`src/rtl/huff_pkg.sv`:
```
`default_nettype none

package huff_pkg;

    localparam int DEF_NODE_AW   = 7;   // 128 tree nodes
    localparam int DEF_MAX_DEPTH = 16;  // longest code in bits

    typedef logic [8:0] child_t;        // bit 8 set for internal node, else leaf symbol in 7:0

    typedef struct packed {
        child_t left;                   // bits 17:9
        child_t right;                  // bits 8:0
    } node_t;

    localparam child_t CHILD_NONE = 9'h180;  // empty tree marker

    typedef enum logic [2:0] {
        IDLE,
        FETCH,      // wait for node read
        LEFT,
        RIGHT,
        EMIT,       // entry on the handshake
        BACKTRACK,
        TRACK,      // replay path from root
        DONE
    } walk_state_t;

    // apb byte offsets
    localparam logic [31:0] REG_CTRL      = 32'h00;
    localparam logic [31:0] REG_STATUS    = 32'h04;
    localparam logic [31:0] REG_ROOT      = 32'h08;
    localparam logic [31:0] REG_NODE_ADDR = 32'h0C;
    localparam logic [31:0] REG_NODE_DATA = 32'h10;
    localparam logic [31:0] REG_CB_SEL    = 32'h14;
    localparam logic [31:0] REG_CB_DATA   = 32'h18;

endpackage

`default_nettype wire

```
`src/rtl/htree_ram.sv`:
```
`default_nettype none

module htree_ram #(
    parameter int NODE_AW = 7
) (
    input  logic               clk,
    input  logic               we,
    input  logic [NODE_AW-1:0] waddr,
    input  huff_pkg::node_t    wdata,
    input  logic [NODE_AW-1:0] raddr,
    output huff_pkg::node_t    rdata
);
    import huff_pkg::*;

    node_t mem [2**NODE_AW];   // loaded by host before start

    always_ff @(posedge clk) begin
        if (we)
            mem[waddr] <= wdata;
        rdata <= mem[raddr];   // one cycle read latency
    end

endmodule

`default_nettype wire

```
`config.mk`:
```
export PLATFORM = sky130hd
export DESIGN_NAME = htree_ram
export DESIGN_NICKNAME = d
export VERILOG_FILES = /design/src/rtl/huff_pkg.sv /design/src/rtl/htree_ram.sv
export SDC_FILE = /design/constraint.sdc
export NUM_CORES = 2
export LEC_CHECK = 0
export BUFFER_PORTS_ARGS = -buffer_cell sky130_fd_sc_hd__buf_2
export CORE_AREA = 2 2 533 376
export CTS_CLUSTER_DIAMETER = 40
export DETAILED_ROUTE_END_ITERATION = 16
export DIE_AREA = 0 0 535 378
export GPL_TIMING_DRIVEN = 0
export PLACE_DENSITY = 0.7
export SLEW_MARGIN = 10
export SYNTH_ARGS = -nofsm -noshare
export SYNTH_HDL_FRONTEND = slang
export SYNTH_SLANG_ARGS = --single-unit
```
`constraint.sdc`:
```
create_clock -name clk -period 6.5 [get_ports clk]
set_input_delay 0.325 -clock clk [delete_from_list [all_inputs] [get_ports clk]]
set_output_delay 0.325 -clock clk [all_outputs]
set_load 0.01 [all_outputs]
```
==> impl_metrics.toml <==
[logic_synthesis]
ys_seq_area_frac = 0.788
synth_warnings = 0
yosys.area.top_type_share = 0.784
yosys-top-cells-count = "edfxtp_1 (2304), mux4_2 (756), nor2_1 (122)"
ys_ff_latch = 2322
syn_nets = 3483
synth_area_um2 = 88200
synth.distinct_cells = 17
syn_area_per_cell_um2 = 25.6
synth_cells = 3449
postSynth.topFlopCell = "edfxtp_1"
yosysMostFrequentCell = "edfxtp_1"
synth.largest_area_cell = "edfxtp_1"
synth-edff-count = 2304
async_flop_share = 0
ys_top_cells_by_area = "edfxtp_1 (78%), mux4_2 (19%), nor2_1 (0.52%)"

[placed_design]
place_congestion = 0.908
dp_hpwl_um = 154000
port_buffers = 40

[detailed_routing]
drt-pass1-iter-count = 8
wl_per_cell_um = 34.2
via_per_inst = 6.26
drc = 0
drtIter0Drc = 7116
dr_total_vias = 41700
wirelength_um = 228000
antenna_left = 0

[timing]
setup_violations = 0
finClkSkew_ps = 55.0
max_slew.worst_pin.slew_ps = 1440
final_hold_viol_count = 0
fmax_mhz = 234
slew_viol_final = 0
rsz0062_at_grt = "false"
slew_headroom = 0.0409
min_period_ps = 4270
fin_setup_tns_ps = 0
min_period_over_period = 0.656

[grt]
gr-usage-all-layers = 0.226
gr-total-overflow = 0
grt_pass1_wl_um = 317000
grt_max_degree = 93
grt_pass1_vias = 40200
antenna_found_initial = 29

[floorplan]
core-area_um2 = 198000
die_h_um = 378
io_pins = 52
initial_core_util = 0.447
die_area_um2 = 202000
core.rowCount = 137
die_w_um = 535

[power_and_ir_drop]
finalPower_mw = 30.7
ir_drop_v = 0.000251
leakage_nw = 31.0
p_per_area_nw_per_um2 = 302

[clock_network]
cts_tree = "done"
cts_setup_buffers = 0
ctsHoldBuffers = 16
htree_levels = 4
cts_buffers = 209
post_cts_resized = 0
cts-root-buf = "clkbuf_16"
cts.sinks = 2322
clk_pin_slew_ps = 60
clkLatencyLatePin_ps = 860
cts_max_path_buffers = 4

[worst_setup_path]
r2r_cells = 4
end_kind = "flip-flop"
cp-start-kind = "input pin"
startpoint = "raddr[2]"
crit_arrival_ps = 4960
rr_startpoint = "mem[95][7]$_DFFE_PP_"
worst-setup-path-type = "input pin to flip-flop"
path_max_fanout = 10
crit_required_ps = 7200

[run]
cap_viol_max_count = 0

[cells_and_area]
fillers = 14700
layout-drive-gt1-share = 0.363
postLayoutCoreUtil = 0.514
areaGrowthSynthToFinish_pct = 15.2
nets = 3896

[worst_hold_path]
hp-start = "wdata[4]"
hold_path.class = "input pin to flip-flop"
hold_depth = 1

[outcome]
status = "finished clean"
per-layer routing:
layer	vias up	part of all wire	global-route usage
li1	15900	-	-
met1	22400	0.39	0.337
met2	3029	0.42	0.307
met3	386	0.16	0.0908
met4	10	0.028	0.0590
met5	-	0.00021	0
layout by cell type (no fill, tap or decap), drive strengths merged, types with 2 or more instances in the layout:
master	instances
clkinvlp	5
nand4	3
nand3	12
edfxtp	2304
dlygate4sd3	16
nor3	9
buf	273
clkbuf	344
nand2	14
dfxtp	18
nor2	122
inv	9
nor2b	7
bufinv	23
nand2b	2
clkinv	83
mux4	756
mux2	18
diode	7
metrics by stage:
| stage | instances | hold slack, ps | area [um2] | worst slack [ps] |
|---|---|---|---|---|
| floorplan | 3449 | 424 | 88200 | 3620 |
| global placement | 6130 | 721 | 91800 | 661 |
| detailed placement | 6276 | 629 | 94700 | 1660 |
| CTS | 6660 | 16.8 | 102000 | 2520 |
| global route | 6660 | 55.2 | 102000 | 2460 |
| finish | 6667 | 55.4 | 102000 | 2230 |
cell families after synthesis:
logic type | count (synthesis) | synth area share
buffers and inverters | 183 | 0.00878
flip-flops | 2322 | 0.788
multiplexers | 774 | 0.195
AND/OR/NAND/NOR | 170 | 0.00790
critical path, cell delays in order:
cell and delay, ps:
clkbuf_1 340, clkbuf_1 1070, buf_1 1120, mux4_2 480, mux4_2 640, mux4_2 640
mux2_2 310
state kept, by name, indices dropped and copies added (netlist names):
name and count:
mem 2304, rdata 18
power breakdown:
part	switching, mW	internal [mW]
clock	5.43	6.94
combinational	1.11	0.647
sequential	0.0175	16.5
cell type report:
cell class | instances | area, um2 | share of cell area
Clock buffer | 248 | 5480 | 0.0539
Tap cell | 2641 | 3300 | 0.0325
Antenna cell | 7 | 17.5 | 0.000172
Timing Repair Buffer | 202 | 2920 | 0.0288
Clock inverter | 120 | 1240 | 0.0122
Buffer | 183 | 800 | 0.00787
Sequential cell | 2322 | 69500 | 0.684
Multi-Input combinational cell | 944 | 18300 | 0.180
path summary, 6_finish.rpt:
kind	endpoint	slack (ps)
setup reg to reg	rdata[7]$_DFF_P_	3850
hold / removal	mem[66][4]$_DFFE_PP_	60
hold reg to reg	rdata[4]$_DFF_P_	1180
setup / recovery	rdata[9]$_DFF_P_	2230
No activity file was read; power rests on OpenSTA's default activity.
