--- src/rtl/huff_pkg.sv ---
`default_nettype none

package huff_pkg;

    localparam int DEF_NODE_AW   = 7;   // 128 tree nodes
    localparam int DEF_MAX_DEPTH = 16;  // longest code in bits

    typedef logic [8:0] child_t;        // bit 8 set for internal node, else leaf symbol in 7:0

    typedef struct packed {
        child_t left;                   // bits 17:9
        child_t right;                  // bits 8:0
    } node_t;

    localparam child_t CHILD_NONE = 9'h180;  // empty tree marker

    typedef enum logic [2:0] {
        IDLE,
        FETCH,      // wait for node read
        LEFT,
        RIGHT,
        EMIT,       // entry on the handshake
        BACKTRACK,
        TRACK,      // replay path from root
        DONE
    } walk_state_t;

    // apb byte offsets
    localparam logic [31:0] REG_CTRL      = 32'h00;
    localparam logic [31:0] REG_STATUS    = 32'h04;
    localparam logic [31:0] REG_ROOT      = 32'h08;
    localparam logic [31:0] REG_NODE_ADDR = 32'h0C;
    localparam logic [31:0] REG_NODE_DATA = 32'h10;
    localparam logic [31:0] REG_CB_SEL    = 32'h14;
    localparam logic [31:0] REG_CB_DATA   = 32'h18;

endpackage

`default_nettype wire

--- src/rtl/huff_apb_regs.sv ---
`default_nettype none

module huff_apb_regs #(
    parameter int  NODE_AW   = 7,
    parameter int  MAX_DEPTH = 16,
    localparam int LW        = $clog2(MAX_DEPTH + 1)
) (
    input  logic                  clk,
    input  logic                  rst,
    input  logic                  psel,
    input  logic                  penable,
    input  logic                  pwrite,
    input  logic [7:0]            paddr,
    input  logic [31:0]           pwdata,
    output logic [31:0]           prdata,
    output logic                  pready,
    output logic                  pslverr,
    output logic                  start,
    output logic [NODE_AW-1:0]    root,
    input  logic                  busy,
    input  logic                  done,
    input  logic                  depth_err,
    output logic                  node_we,
    output logic [NODE_AW-1:0]    node_waddr,
    output huff_pkg::node_t       node_wdata,
    output logic [7:0]            cb_sel,
    output logic                  cb_rd,
    input  logic [LW+MAX_DEPTH:0] cb_rdata,
    input  logic [7:0]            entry_count
);
    import huff_pkg::*;

    logic               access;
    logic               wr_ok;
    logic               sel_ctrl;
    logic               sel_status;
    logic               sel_root;
    logic               sel_naddr;
    logic               sel_ndata;
    logic               sel_cbsel;
    logic               sel_cbdata;
    logic               mapped;
    logic               guarded;
    logic [NODE_AW-1:0] node_addr;   // auto-increments on node data writes
    logic [31:0]        cb_word;

    assign access     = psel & penable;                  // zero wait, access phase only
    assign sel_ctrl   = (paddr == REG_CTRL[7:0]);
    assign sel_status = (paddr == REG_STATUS[7:0]);
    assign sel_root   = (paddr == REG_ROOT[7:0]);
    assign sel_naddr  = (paddr == REG_NODE_ADDR[7:0]);
    assign sel_ndata  = (paddr == REG_NODE_DATA[7:0]);
    assign sel_cbsel  = (paddr == REG_CB_SEL[7:0]);
    assign sel_cbdata = (paddr == REG_CB_DATA[7:0]);

    assign mapped  = sel_ctrl | sel_status | sel_root | sel_naddr |
                     sel_ndata | sel_cbsel | sel_cbdata;
    assign guarded = sel_ctrl | sel_root | sel_ndata;    // would disturb a running walk

    assign pready  = 1'b1;
    assign pslverr = access & (~mapped | (pwrite & busy & guarded));
    assign wr_ok   = access & pwrite & ~pslverr;

    assign node_we    = wr_ok & sel_ndata;
    assign node_waddr = node_addr;
    assign node_wdata = node_t'(pwdata[17:0]);           // left child in 17:9
    assign cb_rd      = access & ~pwrite & sel_cbdata;   // store stalls walker this cycle

    always_ff @(posedge clk or posedge rst) begin
        if (rst) begin
            start     <= 1'b0;
            root      <= '0;
            node_addr <= '0;
            cb_sel    <= '0;
        end else begin
            start <= wr_ok & sel_ctrl & pwdata[0];       // one cycle pulse
            if (wr_ok & sel_root)
                root <= pwdata[NODE_AW-1:0];
            if (wr_ok & sel_naddr)
                node_addr <= pwdata[NODE_AW-1:0];
            else if (node_we)
                node_addr <= node_addr + 1'b1;
            if (wr_ok & sel_cbsel)
                cb_sel <= pwdata[7:0];
        end
    end

    // codebook word: valid 31, length 20:16, code 15:0
    always_comb begin
        cb_word                = '0;
        cb_word[31]            = cb_rdata[LW+MAX_DEPTH];
        cb_word[16 +: LW]      = cb_rdata[MAX_DEPTH +: LW];
        cb_word[MAX_DEPTH-1:0] = cb_rdata[MAX_DEPTH-1:0];
    end

    always_comb begin
        prdata = '0;
        if (access && !pwrite) begin
            case (1'b1)
                sel_status: prdata = {16'h0, entry_count, 5'h0, depth_err, done, busy};
                sel_root:   prdata[NODE_AW-1:0] = root;
                sel_naddr:  prdata[NODE_AW-1:0] = node_addr;
                sel_cbsel:  prdata[7:0] = cb_sel;
                sel_cbdata: prdata = cb_word;
                default:    prdata = '0;                 // ctrl reads zero
            endcase
        end
    end

endmodule

`default_nettype wire

--- config.mk ---
export PLATFORM = sky130hd
export DESIGN_NAME = huff_apb_regs
export DESIGN_NICKNAME = d
export VERILOG_FILES = /design/src/rtl/huff_pkg.sv /design/src/rtl/huff_apb_regs.sv
export SDC_FILE = /design/constraint.sdc
export NUM_CORES = 1
export LEC_CHECK = 0
export ABC_AREA = 0
export BUFFER_PORTS_ARGS = -buffer_cell sky130_fd_sc_hd__buf_2
export CELL_PAD_IN_SITES_DETAIL_PLACEMENT = 1
export CELL_PAD_IN_SITES_GLOBAL_PLACEMENT = 2
export CORE_MARGIN = 2
export CORE_UTILIZATION = 20
export DETAILED_ROUTE_END_ITERATION = 7
export GPL_ROUTABILITY_DRIVEN = 0
export HOLD_SLACK_MARGIN = 0.1
export PLACE_DENSITY = 0.87
export SLEW_MARGIN = 0
export SYNTH_ARGS = -nofsm -noshare
export SYNTH_HDL_FRONTEND = slang
export SYNTH_SLANG_ARGS = --single-unit
--- constraint.sdc ---
create_clock -name clk -period 3.2 [get_ports clk]
set_input_delay 0.64 -clock clk [delete_from_list [all_inputs] [get_ports clk]]
set_output_delay 0.64 -clock clk [all_outputs]
set_load 0.005 [all_outputs]
==> key figures <==
Global route
  • Vias in the first global route: 2,230
  • First-pass GRT wire length: 12,200 µm
  • Grt ovf: 0
  • Largest net degree at the start of global routing: 26
  • Initial antenna violation count: 0
  • Overall Global Routing Usage: 0.137

Clock tree
  • Worst skew pair latency: 270 ps
  • CTS Buf Count: 3
  • Hold Buf Count CTS: 0
  • CTS H-Tree Depth: 1
  • Postcts setup bufs: 0
  • Clock sinks: 23
  • CTS tree: done
  • Clk slew on worst S/H paths: 90 ps
  • CTS Buffer Depth: 2
  • Root buf cell: clkbuf_8

Route
  • Drt drc: 0
  • Pre-Repair DR Iteration Count: 4
  • Via count: 2,117
  • Initial DRC count: 112
  • WL per Instance: 17.1 µm
  • Antenna-violating nets left: 0
  • Post-Route WL: 7800 µm
  • DR vias/cell: 4.64

STA
  • Unrepaired setup endpoints after global routing: no
  • Min Tclk post-route: 3000 ps
  • Slew @ Worst Pin: 947 ps
  • Final Cycle Share: 0.939
  • Final setup viols: 0
  • Final Hold Vio Count: 0
  • Slew Viols, Final: 0
  • Hold slack final: 544 ps
  • Slew headroom: 0.368
  • Clock Skew: 5.73 ps
  • Setup_tns: 0 ps
  • Max Freq: 333 MHz

Synth
  • Synth cell count leaders: 30 x buf_4, 23 x dfrtp_1, 19 x nor2_1
  • Cell variety after synth: 49
  • Post-synth ARST share: 1.00
  • Main synth FF type: dfrtp_1
  • Post-synth EDFFs: 0
  • Main area contributors after synthesis: dfrtp_1 28%, buf_4 11%, mux2_2 10%
  • Seq cells post-synth: 23
  • Count leader, synth: buf_4
  • Synth Warn #: 0
  • Average cell area after synthesis: 8.71 µm²
  • Seq/Total Area, Yosys: 0.285
  • Cell taking the most area after synthesis: dfrtp_1
  • Gate Count Post-Synth: 232
  • Post-Syn Area: 0.00202 mm²
  • Top cell type's share of synthesized area: 0.285

Die
  • Ports: 155
  • Die height: 105 µm
  • Die area: 0.0109 mm²
  • Placement row count: 36
  • Core ar.: 0.00977 mm²
  • Starting Density: 0.207
  • Die X: 105 µm

Layout
  • Nets: 403
  • Layout cells sized above 1: 0.486
  • P&R area growth vs syn: 30.2%
  • ANT cells: 0

Critical path
  • CP Capture Type: output pin
  • CP Class: in2out
  • Critical Path RT: 2560 ps
  • Arrival time worst endpoint: 2360 ps
  • Crit Path Max Fanout: 7
  • Startpoint Class: primary input

Outcome
  • Status: finished clean

Power
  • Peak supply drop: 133 µV
  • Leakage: 1.33 nW
  • Pwr Density: 235 mW/mm²

Min path
  • Hold Path Class: reg2reg

Run
  • MaxCap Viol Count: 0

Place
  • Dpl hpwl: 6240 µm
  • # port buffers: 109
path summary, 6_finish.rpt:
kind	start	end	slack [ps]	cells after the start
setup / recovery	paddr[5]	prdata[18]	200	6
hold reg to reg	root[3]$_DFFE_PP0P_	root[3]$_DFFE_PP0P_	540	1
hold / removal	root[3]$_DFFE_PP0P_	root[3]$_DFFE_PP0P_	540	1
max in group asynchronous	rst	node_waddr[3]$_DFFE_PP0P_	2050	2
min in group asynchronous	rst	root[4]$_DFFE_PP0P_	570	2
setup reg to reg	node_waddr[2]$_DFFE_PP0P_	node_waddr[5]$_DFFE_PP0P_	1640	4
stage by stage:
stage | instance area [µm²] | total power, mW | std cells | utilization | worst slack (ps)
floorplan | 2050 | 0.389 | 241 | - | 480
global placement | 2580 | 0.428 | 452 | 0.264 | 175
detailed placement | 2580 | 0.432 | 452 | 0.264 | 92.4
CTS | 2620 | 0.619 | 456 | 0.268 | 92.2
global route | 2630 | 0.641 | 456 | 0.269 | 96.3
finish | 2630 | 0.617 | 456 | 0.269 | 196
sequential cells by signal (all words and copies together), names as in the netlist:
register and count:
cb_sel 8, root 7, node_waddr 7, start 1
layout make-up:
| class | instances | area, µm² |
|---|---|---|
| clock buffers | 3 | 41.3 |
| clock inverters | 1 | 5.00 |
| fillers | 1178 | 7140 |
| inverters | 10 | 37.5 |
| multi-input cells | 166 | 1180 |
| flip-flops and latches | 23 | 576 |
| well taps | 133 | 166 |
| repair buffers | 120 | 628 |
power by group:
group / switching [mW] / internal [mW] / leakage [nW]
Clock: 0.103 / 0.0870 / 0.0255
Sequential: 0.00346 / 0.293 / 0.310
Combinational: 0.0783 / 0.0521 / 0.990
layer usage:
layer	routed length (µm)	track usage
met1	3220	0.158
met2	4160	0.265
met3	377	0.0238
met4	35	0.0232
met5	0	0
logic make-up (layout without fill, tap and decap cells):
group,after synthesis,in the layout,share of synthesized area
muxes,18,18,0.100
buffers and inverters,52,134,0.153
DFF,23,23,0.285
adders and majority gates,1,1,0.00619
and+or+nand+nor,73,73,0.231
AOI/OAI and AO/OA,63,63,0.221
other,2,11,0.00372
placed cells by master (no fill, tap or decap), types with 2 or more instances in the layout:
cell type  netlist  routed
buf_2            1     109
dfrtp_1         23      23
nor2_1          19      19
mux2_2          18      18
a21oi_1         17      17
a22oi_1         11      11
conb_1           2      11
buf_4           30      11
nand2_1         10      10
inv_1           10      10
o21ai_0          9       9
and2_1           7       7
o22ai_1          6       6
nor2b_1          5       5
a211oi_1         5       5
o32ai_1          3       3
a22o_1           3       3
o221a_2          3       3
nor3b_1          3       3
clkbuf_8         0       3
nand3_1          2       2
nor3_2           3       2
nand2b_1         2       2
and3_1           2       2
nand4_1          2       2
nand3b_1         2       2
or3_1            2       2
critical path, stage by stage:
cell	delay, ps
buf_2	100
or4_4	600
or3_1	440
nor3_4	280
and2_1	180
buf_2	110
timing repair:
action / 4_1_cts / 5_1_grt
hold endpoints to repair: 0 / 0
gates resized for setup: 0 / 1
endpoints found under the setup margin: 0 / 4
(Power assumes the default switching activity.)
