===== src/rtl/huff_pkg.sv =====
`default_nettype none

package huff_pkg;

    localparam int DEF_NODE_AW   = 7;   // 128 tree nodes
    localparam int DEF_MAX_DEPTH = 16;  // longest code in bits

    typedef logic [8:0] child_t;        // bit 8 set for internal node, else leaf symbol in 7:0

    typedef struct packed {
        child_t left;                   // bits 17:9
        child_t right;                  // bits 8:0
    } node_t;

    localparam child_t CHILD_NONE = 9'h180;  // empty tree marker

    typedef enum logic [2:0] {
        IDLE,
        FETCH,      // wait for node read
        LEFT,
        RIGHT,
        EMIT,       // entry on the handshake
        BACKTRACK,
        TRACK,      // replay path from root
        DONE
    } walk_state_t;

    // apb byte offsets
    localparam logic [31:0] REG_CTRL      = 32'h00;
    localparam logic [31:0] REG_STATUS    = 32'h04;
    localparam logic [31:0] REG_ROOT      = 32'h08;
    localparam logic [31:0] REG_NODE_ADDR = 32'h0C;
    localparam logic [31:0] REG_NODE_DATA = 32'h10;
    localparam logic [31:0] REG_CB_SEL    = 32'h14;
    localparam logic [31:0] REG_CB_DATA   = 32'h18;

endpackage

`default_nettype wire


===== src/rtl/cb_entry_if.sv =====
`default_nettype none

interface cb_entry_if #(
    parameter int MAX_DEPTH = 16
);
    localparam int LW = $clog2(MAX_DEPTH + 1);  // length field width

    logic                    valid;   // held until ready
    logic                    ready;   // low while host reads the table
    logic [7:0]              symbol;
    logic [LW+MAX_DEPTH-1:0] code;    // length on top, right-aligned moves below

    modport walker (
        output valid,
        output symbol,
        output code,
        input  ready
    );

    modport store (
        input  valid,
        input  symbol,
        input  code,
        output ready
    );

endinterface

`default_nettype wire


===== src/rtl/cb_walker.sv =====
`default_nettype none

module cb_walker #(
    parameter int  NODE_AW   = 7,
    parameter int  MAX_DEPTH = 16,
    localparam int LW        = $clog2(MAX_DEPTH + 1)
) (
    input  logic               clk,
    input  logic               rst,
    input  logic               start,
    input  logic [NODE_AW-1:0] root,
    output logic [NODE_AW-1:0] rd_addr,
    input  huff_pkg::node_t    rd_data,
    output logic               busy,
    output logic               done,
    output logic               depth_err,
    cb_entry_if.walker         ent
);
    import huff_pkg::*;

    walk_state_t        state;
    logic [NODE_AW-1:0] idx;        // node being read
    logic [MAX_DEPTH:0] path;       // marker bit above the moves, newest move in bit 0
    logic [LW-1:0]      depth;      // moves in path
    logic [LW-1:0]      pos;        // moves still to replay in TRACK
    logic               in_track;   // FETCH returns to TRACK instead of LEFT
    logic [7:0]         sym;        // leaf symbol held for EMIT
    child_t             child;
    logic [MAX_DEPTH:0] marker;
    logic [MAX_DEPTH:0] moves;

    // child picked by the current state
    always_comb begin
        case (state)
            RIGHT:   child = rd_data.right;
            TRACK:   child = (pos != '0 && path[pos - 1'b1]) ? rd_data.right : rd_data.left;
            default: child = rd_data.left;
        endcase
    end

    always_ff @(posedge clk or posedge rst) begin
        if (rst) begin
            state     <= IDLE;
            idx       <= '0;
            path      <= (MAX_DEPTH + 1)'(1);
            depth     <= '0;
            pos       <= '0;
            in_track  <= 1'b0;
            sym       <= '0;
            depth_err <= 1'b0;
        end else begin
            case (state)
                IDLE, DONE: begin
                    if (start) begin
                        idx       <= root;
                        path      <= (MAX_DEPTH + 1)'(1);   // marker only
                        depth     <= '0;
                        in_track  <= 1'b0;
                        depth_err <= 1'b0;
                        state     <= FETCH;
                    end
                end
                FETCH: state <= in_track ? TRACK : LEFT;    // rd_data valid next cycle
                LEFT, RIGHT: begin
                    if (child == CHILD_NONE) begin
                        state <= DONE;                        // empty tree
                    end else if (depth == LW'(MAX_DEPTH)) begin
                        depth_err <= 1'b1;                    // path would overflow
                        state     <= DONE;
                    end else begin
                        path  <= {path[MAX_DEPTH-1:0], state == RIGHT};  // 0 left, 1 right
                        depth <= depth + 1'b1;
                        if (child[8]) begin
                            idx      <= child[NODE_AW-1:0];   // descend into internal node
                            in_track <= 1'b0;
                            state    <= FETCH;
                        end else begin
                            sym   <= child[7:0];
                            state <= EMIT;
                        end
                    end
                end
                EMIT: begin
                    if (ent.ready)
                        state <= BACKTRACK;                   // store took the entry
                end
                BACKTRACK: begin
                    if (depth == '0) begin
                        state <= DONE;                        // root with right side done
                    end else begin
                        path  <= {1'b0, path[MAX_DEPTH:1]};   // pop newest move
                        depth <= depth - 1'b1;
                        if (!path[0]) begin
                            idx      <= root;                 // popped a left, replay then go right
                            pos      <= depth - 1'b1;
                            in_track <= 1'b1;
                            state    <= FETCH;
                        end
                    end
                end
                TRACK: begin
                    if (pos == '0) begin
                        state <= RIGHT;                       // back at the branching node
                    end else begin
                        idx   <= child[NODE_AW-1:0];
                        pos   <= pos - 1'b1;
                        state <= FETCH;
                    end
                end
                default: state <= IDLE;
            endcase
        end
    end

    assign rd_addr = idx;
    assign busy    = (state != IDLE) && (state != DONE);
    assign done    = (state == DONE);                         // held until next start

    assign marker = (MAX_DEPTH + 1)'(1) << depth;
    assign moves  = path ^ marker;                            // strip marker, first move is msb

    assign ent.valid  = (state == EMIT);
    assign ent.symbol = sym;
    assign ent.code   = {depth, moves[MAX_DEPTH-1:0]};

endmodule

`default_nettype wire


===== src/flat_wrapper.sv =====
// flat-port wrapper written by rule: the top's interface ports become plain ports
module cb_walker_flat import huff_pkg::*;
#(
    parameter int  NODE_AW   = 7,
    parameter int  MAX_DEPTH = 16,
    localparam int LW        = $clog2(MAX_DEPTH + 1)
)
  (clk, rst, start, root, rd_addr, rd_data, busy, done, depth_err, ent_valid, ent_symbol, ent_code, ent_ready);
  cb_entry_if #(.MAX_DEPTH(MAX_DEPTH)) ent_i ();
  input  logic clk;
  input  logic rst;
  input  logic start;
  input  logic [NODE_AW-1:0] root;
  output logic [NODE_AW-1:0] rd_addr;
  input  huff_pkg::node_t rd_data;
  output logic busy;
  output logic done;
  output logic depth_err;
  output wire logic [$bits(ent_i.valid)-1:0] ent_valid;
  output wire logic [$bits(ent_i.symbol)-1:0] ent_symbol;
  output wire logic [$bits(ent_i.code)-1:0] ent_code;
  input wire logic [$bits(ent_i.ready)-1:0] ent_ready;
  assign ent_valid = ent_i.valid;
  assign ent_symbol = ent_i.symbol;
  assign ent_code = ent_i.code;
  assign ent_i.ready = ent_ready;
  cb_walker #(.NODE_AW(NODE_AW), .MAX_DEPTH(MAX_DEPTH)) u_core (.clk(clk), .rst(rst), .start(start), .root(root), .rd_addr(rd_addr), .rd_data(rd_data), .busy(busy), .done(done), .depth_err(depth_err), .ent(ent_i));
endmodule

===== config.mk =====
export PLATFORM = sky130hd
export DESIGN_NAME = cb_walker_flat
export DESIGN_NICKNAME = d
export VERILOG_FILES = /design/src/rtl/huff_pkg.sv /design/src/rtl/cb_entry_if.sv /design/src/rtl/cb_walker.sv /design/src/flat_wrapper.sv
export SDC_FILE = /design/constraint.sdc
export NUM_CORES = 1
export LEC_CHECK = 0
export BUFFER_PORTS_ARGS = -buffer_cell sky130_fd_sc_hd__buf_4
export CAP_MARGIN = 20
export CORE_UTILIZATION = 47
export DETAILED_ROUTE_END_ITERATION = 10
export GPL_TIMING_DRIVEN = 1
export PLACE_DENSITY = 0.7
export SYNTH_ARGS = -nofsm -noshare
export SYNTH_HDL_FRONTEND = slang
export SYNTH_SLANG_ARGS = --single-unit

===== constraint.sdc =====
create_clock -name clk -period 4 [get_ports clk]
set_input_delay 0.8 -clock clk [delete_from_list [all_inputs] [get_ports clk]]
set_output_delay 0.8 -clock clk [all_outputs]
set_load 0.01 [all_outputs]

==> summary.txt <==
Pwr
  – Pwr Density: ~740 mW/mm^2
  – Max VDD drop: 0.389 mV
  – Sequential power share: between 20% and 30%
  – Logic pwr share: between 60% and 70%
  – Int Power: roughly 1.6 mW
  – Leak: 1.90 nW
  – Net switching power: 1.35 mW
  – Clk pwr share: a little over a tenth
  – Switching Share: approximately 47%

Worst hold path
  – Hold Path Class: in -> async

Drt
  – Post-route ant nets: 0
  – Initial DRC count: 231
  – Routed wire length per instance: between 15 and 20 um
  – Via density: 5.88
  – Router iterations before antenna repair: 4
  – WL final: between 8000 and 9000 um
  – DRC: 0
  – Total number of vias: 2917

Die
  – Die ar.: about 0.0073 sq mm
  – Num rows: 30
  – Io pins: approximately 70
  – Die width: ~86 um
  – Initial Util: between 40% and 50%
  – Core Area: 0.00676 sq mm
  – Die H: roughly 86 um

Setup path
  – R2R depth: 11
  – Crit path required time: roughly 4.2 ns
  – Startpoint types: flip-flop
  – CP Data Arrival Time: about 4 ns
  – Capturing element type of the critical path: flip-flop
  – WS Path Type: reg -> reg
  – Critical Path Fanout Max: 21

Layout
  – Count of non-filler cells in the finished layout: about 500
  – Layout cells sized above 1: a little over a quarter
  – Nets: around 450
  – Fillers: 601
  – Syn-to-layout area delta: 20.1%
  – N_diodes: 0
  – Area occupied by multi-input gates: a little under 0.002 sq mm
  – Sequential Area: approximately 0.0012 sq mm

Synthesis
  – Post-Syn Area: 0.00329 sq mm
  – Primary FF master, synth: dfrtp_1
  – Post-synth top area cell: dfrtp_1
  – Avg Cell Area, Syn: slightly above 9 sq um
  – Seq/Total Area, Yosys: a little over a third
  – EDFF count, synth: 0
  – Top-count cell post-synth: dfrtp_1
  – Ys async rst share: 100%
  – Synth warnings: 0
  – Synth cell count leaders: dfrtp_1 (46), nor2_1 (42), nand2_1 (28)
  – Synthesized net count: about 400
  – Synth unique cells: 57
  – Area share of the largest cell type after synthesis: 35.0%
  – Mapped Cells: between 300 and 400
  – Synth area leaders: dfrtp_1 (35%), mux2_1 (5.1%), nor2_1 (4.8%)
  – Seq cells post-synth: 47

Clock tree
  – TritonCTS Sinks: 47
  – Clock transition at path regs: ~0.09 ns
  – H-tree Lvls: 2
  – Worst-skew pair later-pin latency: 0.30 ns
  – TritonCTS clock tree: built
  – Post-CTS setup buffer count: 0
  – PostCTS Resize Cnt: 0
  – Hold Buf Count CTS: 0
  – CTS buffer count: 5
  – Root Buffer: clkbuf_8
  – Clock Tree Buf Depth: 2

Timing
  – Worst slew margin: 59.7%
  – Worst-margin pin slew: 0.604 ns
  – Max Clk Rate: 270 MHz
  – Fin crit period: 3.71 ns
  – Setup violators final: 0
  – Count of pins over their slew limit: 0
  – Final period utilization: between 90 and 100%
  – Count of final hold-check violations: 0
  – TNS Setup: 0 ns
  – Clock Skew: approximately 0.0045 ns
  – RSZ-0062 raised after global routing: no

GRT
  – Largest net degree at the start of global routing: 48
  – First-pass GRT wire length: around 15000 um
  – Total Routing Usage GR: 25.2%
  – Initial antenna violation count: 0
  – Total congestion overflow: 0
  – Vias in the first global route: about 2800

Place
  – Hpwl dp: 6340 um
  – PortBufs: just under 70
  – Placer congestion estimate: just under 0.9
  – Placed cell count: a little under 500

Outcome
  – Status: finished clean

Job
  – Maximum capacitance violations: 0
==> logic make-up after synthesis <==
| family | after synthesis | share of synthesized area, % |
|---|---|---|
| AOI/OAI and AO/OA | 89 | 19.8 |
| xor gates and xnor gates | 22 | 5.86 |
| adders and majority gates | 8 | 3.05 |
| buffers and inverters | 35 | 4.99 |
| DFF | 47 | 35.8 |
| muxes | 39 | 14.4 |
| and+or+nand+nor | 114 | 16.1 |
==> power groups by stage <==
stage	clock network [mW]	logic [mW]	registers [mW]
6_report	0.304	1.75	0.851
3_3_place_gp	0	1.70	0.849
5_1_grt	0.326	1.92	0.881
2_1_floorplan	0	1.26	0.784
3_5_place_dp	0	1.73	0.856
4_1_cts	0.311	1.74	0.847
==> critical path, stage by stage, from the launching register on <==
cell and delay [ns]:
dfrtp_1 0.58, inv_1 0.09, ha_1 0.42, mux4_2 0.34, a211oi_2 0.23, o21ai_1 0.12, a32oi_1 0.39, mux2i_2 0.39
a31oi_4 0.19, o21bai_2 0.15, buf_4 0.32, mux2_1 0.37
==> stage by stage <==
step / setup slack (ns) / cell area (sq um) / utilization (%) / power (mW) / hold WS (ns)
global route: 0.0397 / 3950 / 58.4 / 3.13 / 0.368
floorplan: 0.828 / 3290 / - / 2.04 / 0.482
detailed placement: 0.336 / 3830 / 56.7 / 2.58 / 0.486
global placement: 0.465 / 3830 / 56.7 / 2.55 / 0.480
finish: 0.290 / 3950 / 58.4 / 2.90 / 0.367
CTS: 0.307 / 3930 / 58.1 / 2.90 / 0.508
==> layout make-up <==
type,instances,area share [%]
inverter,13,1.24
clock buffer,7,2.19
sequential,47,29.8
clock inverter,1,0.127
tap,80,2.54
timing repair buffer,76,14.8
multi-input combinational,272,49.3
==> final timing paths <==
kind | start | to | slack (ns)
hold / removal | rst | u_core.path[14] | 0.37
setup reg to reg | u_core.pos[0] | u_core.path[4] | 0.29
max in group asynchronous | rst | u_core.path[0] | 3.13
setup / recovery | u_core.pos[0] | u_core.path[4] | 0.29
hold reg to reg | u_core.rd_addr[5] | u_core.rd_addr[5] | 0.50
min in group clk | u_core.rd_addr[5] | u_core.rd_addr[5] | 0.50
==> state kept, by name (all words and copies together) (netlist names) <==
signal	flops
u_core.path	17
u_core.ent.symbol	8
u_core.rd_addr	7
u_core.depth	5
u_core.pos	5
u_core.state	3
u_core.depth_err	1
u_core.in_track	1
==> routing by layer <==
metal	vias to the layer above	track usage [%]	share of wire, %
li1	1398	-	-
met1	1419	36.8	46
met2	92	38.3	47
met3	8	5.39	6.1
met4	0	6.06	1.2
met5	-	0	0
==> layout by cell type, fill, tap and decap left out, types with 2 or more instances in the layout <==
cell type  netlist  routed
mux2i_1         11      11
o22ai_1          3       3
dfrtp_1         46      46
clkbuf_8         0       6
inv_1           13      12
buf_4            0      75
a21oi_1         18      18
nand2_1         28      28
and3_1           5       5
o2bb2ai_1        2       2
nand4_1          4       4
o221ai_1         2       2
a31oi_1          3       3
o211ai_1         2       2
mux4_2           4       4
nor2_1          42      42
and2_1           2       2
mux2_1          15      15
o31ai_1          3       3
a22oi_1          2       2
nand3_1          9       9
xor2_1          10      10
nor2b_1          4       4
nor3_1          10      10
o21ai_0         22      22
ha_1             8       8
nand2b_1         5       5
xnor2_1         12      12
mux2_2           8       8
a22o_1          15      15
No activity file was read; power rests on OpenSTA's default activity.
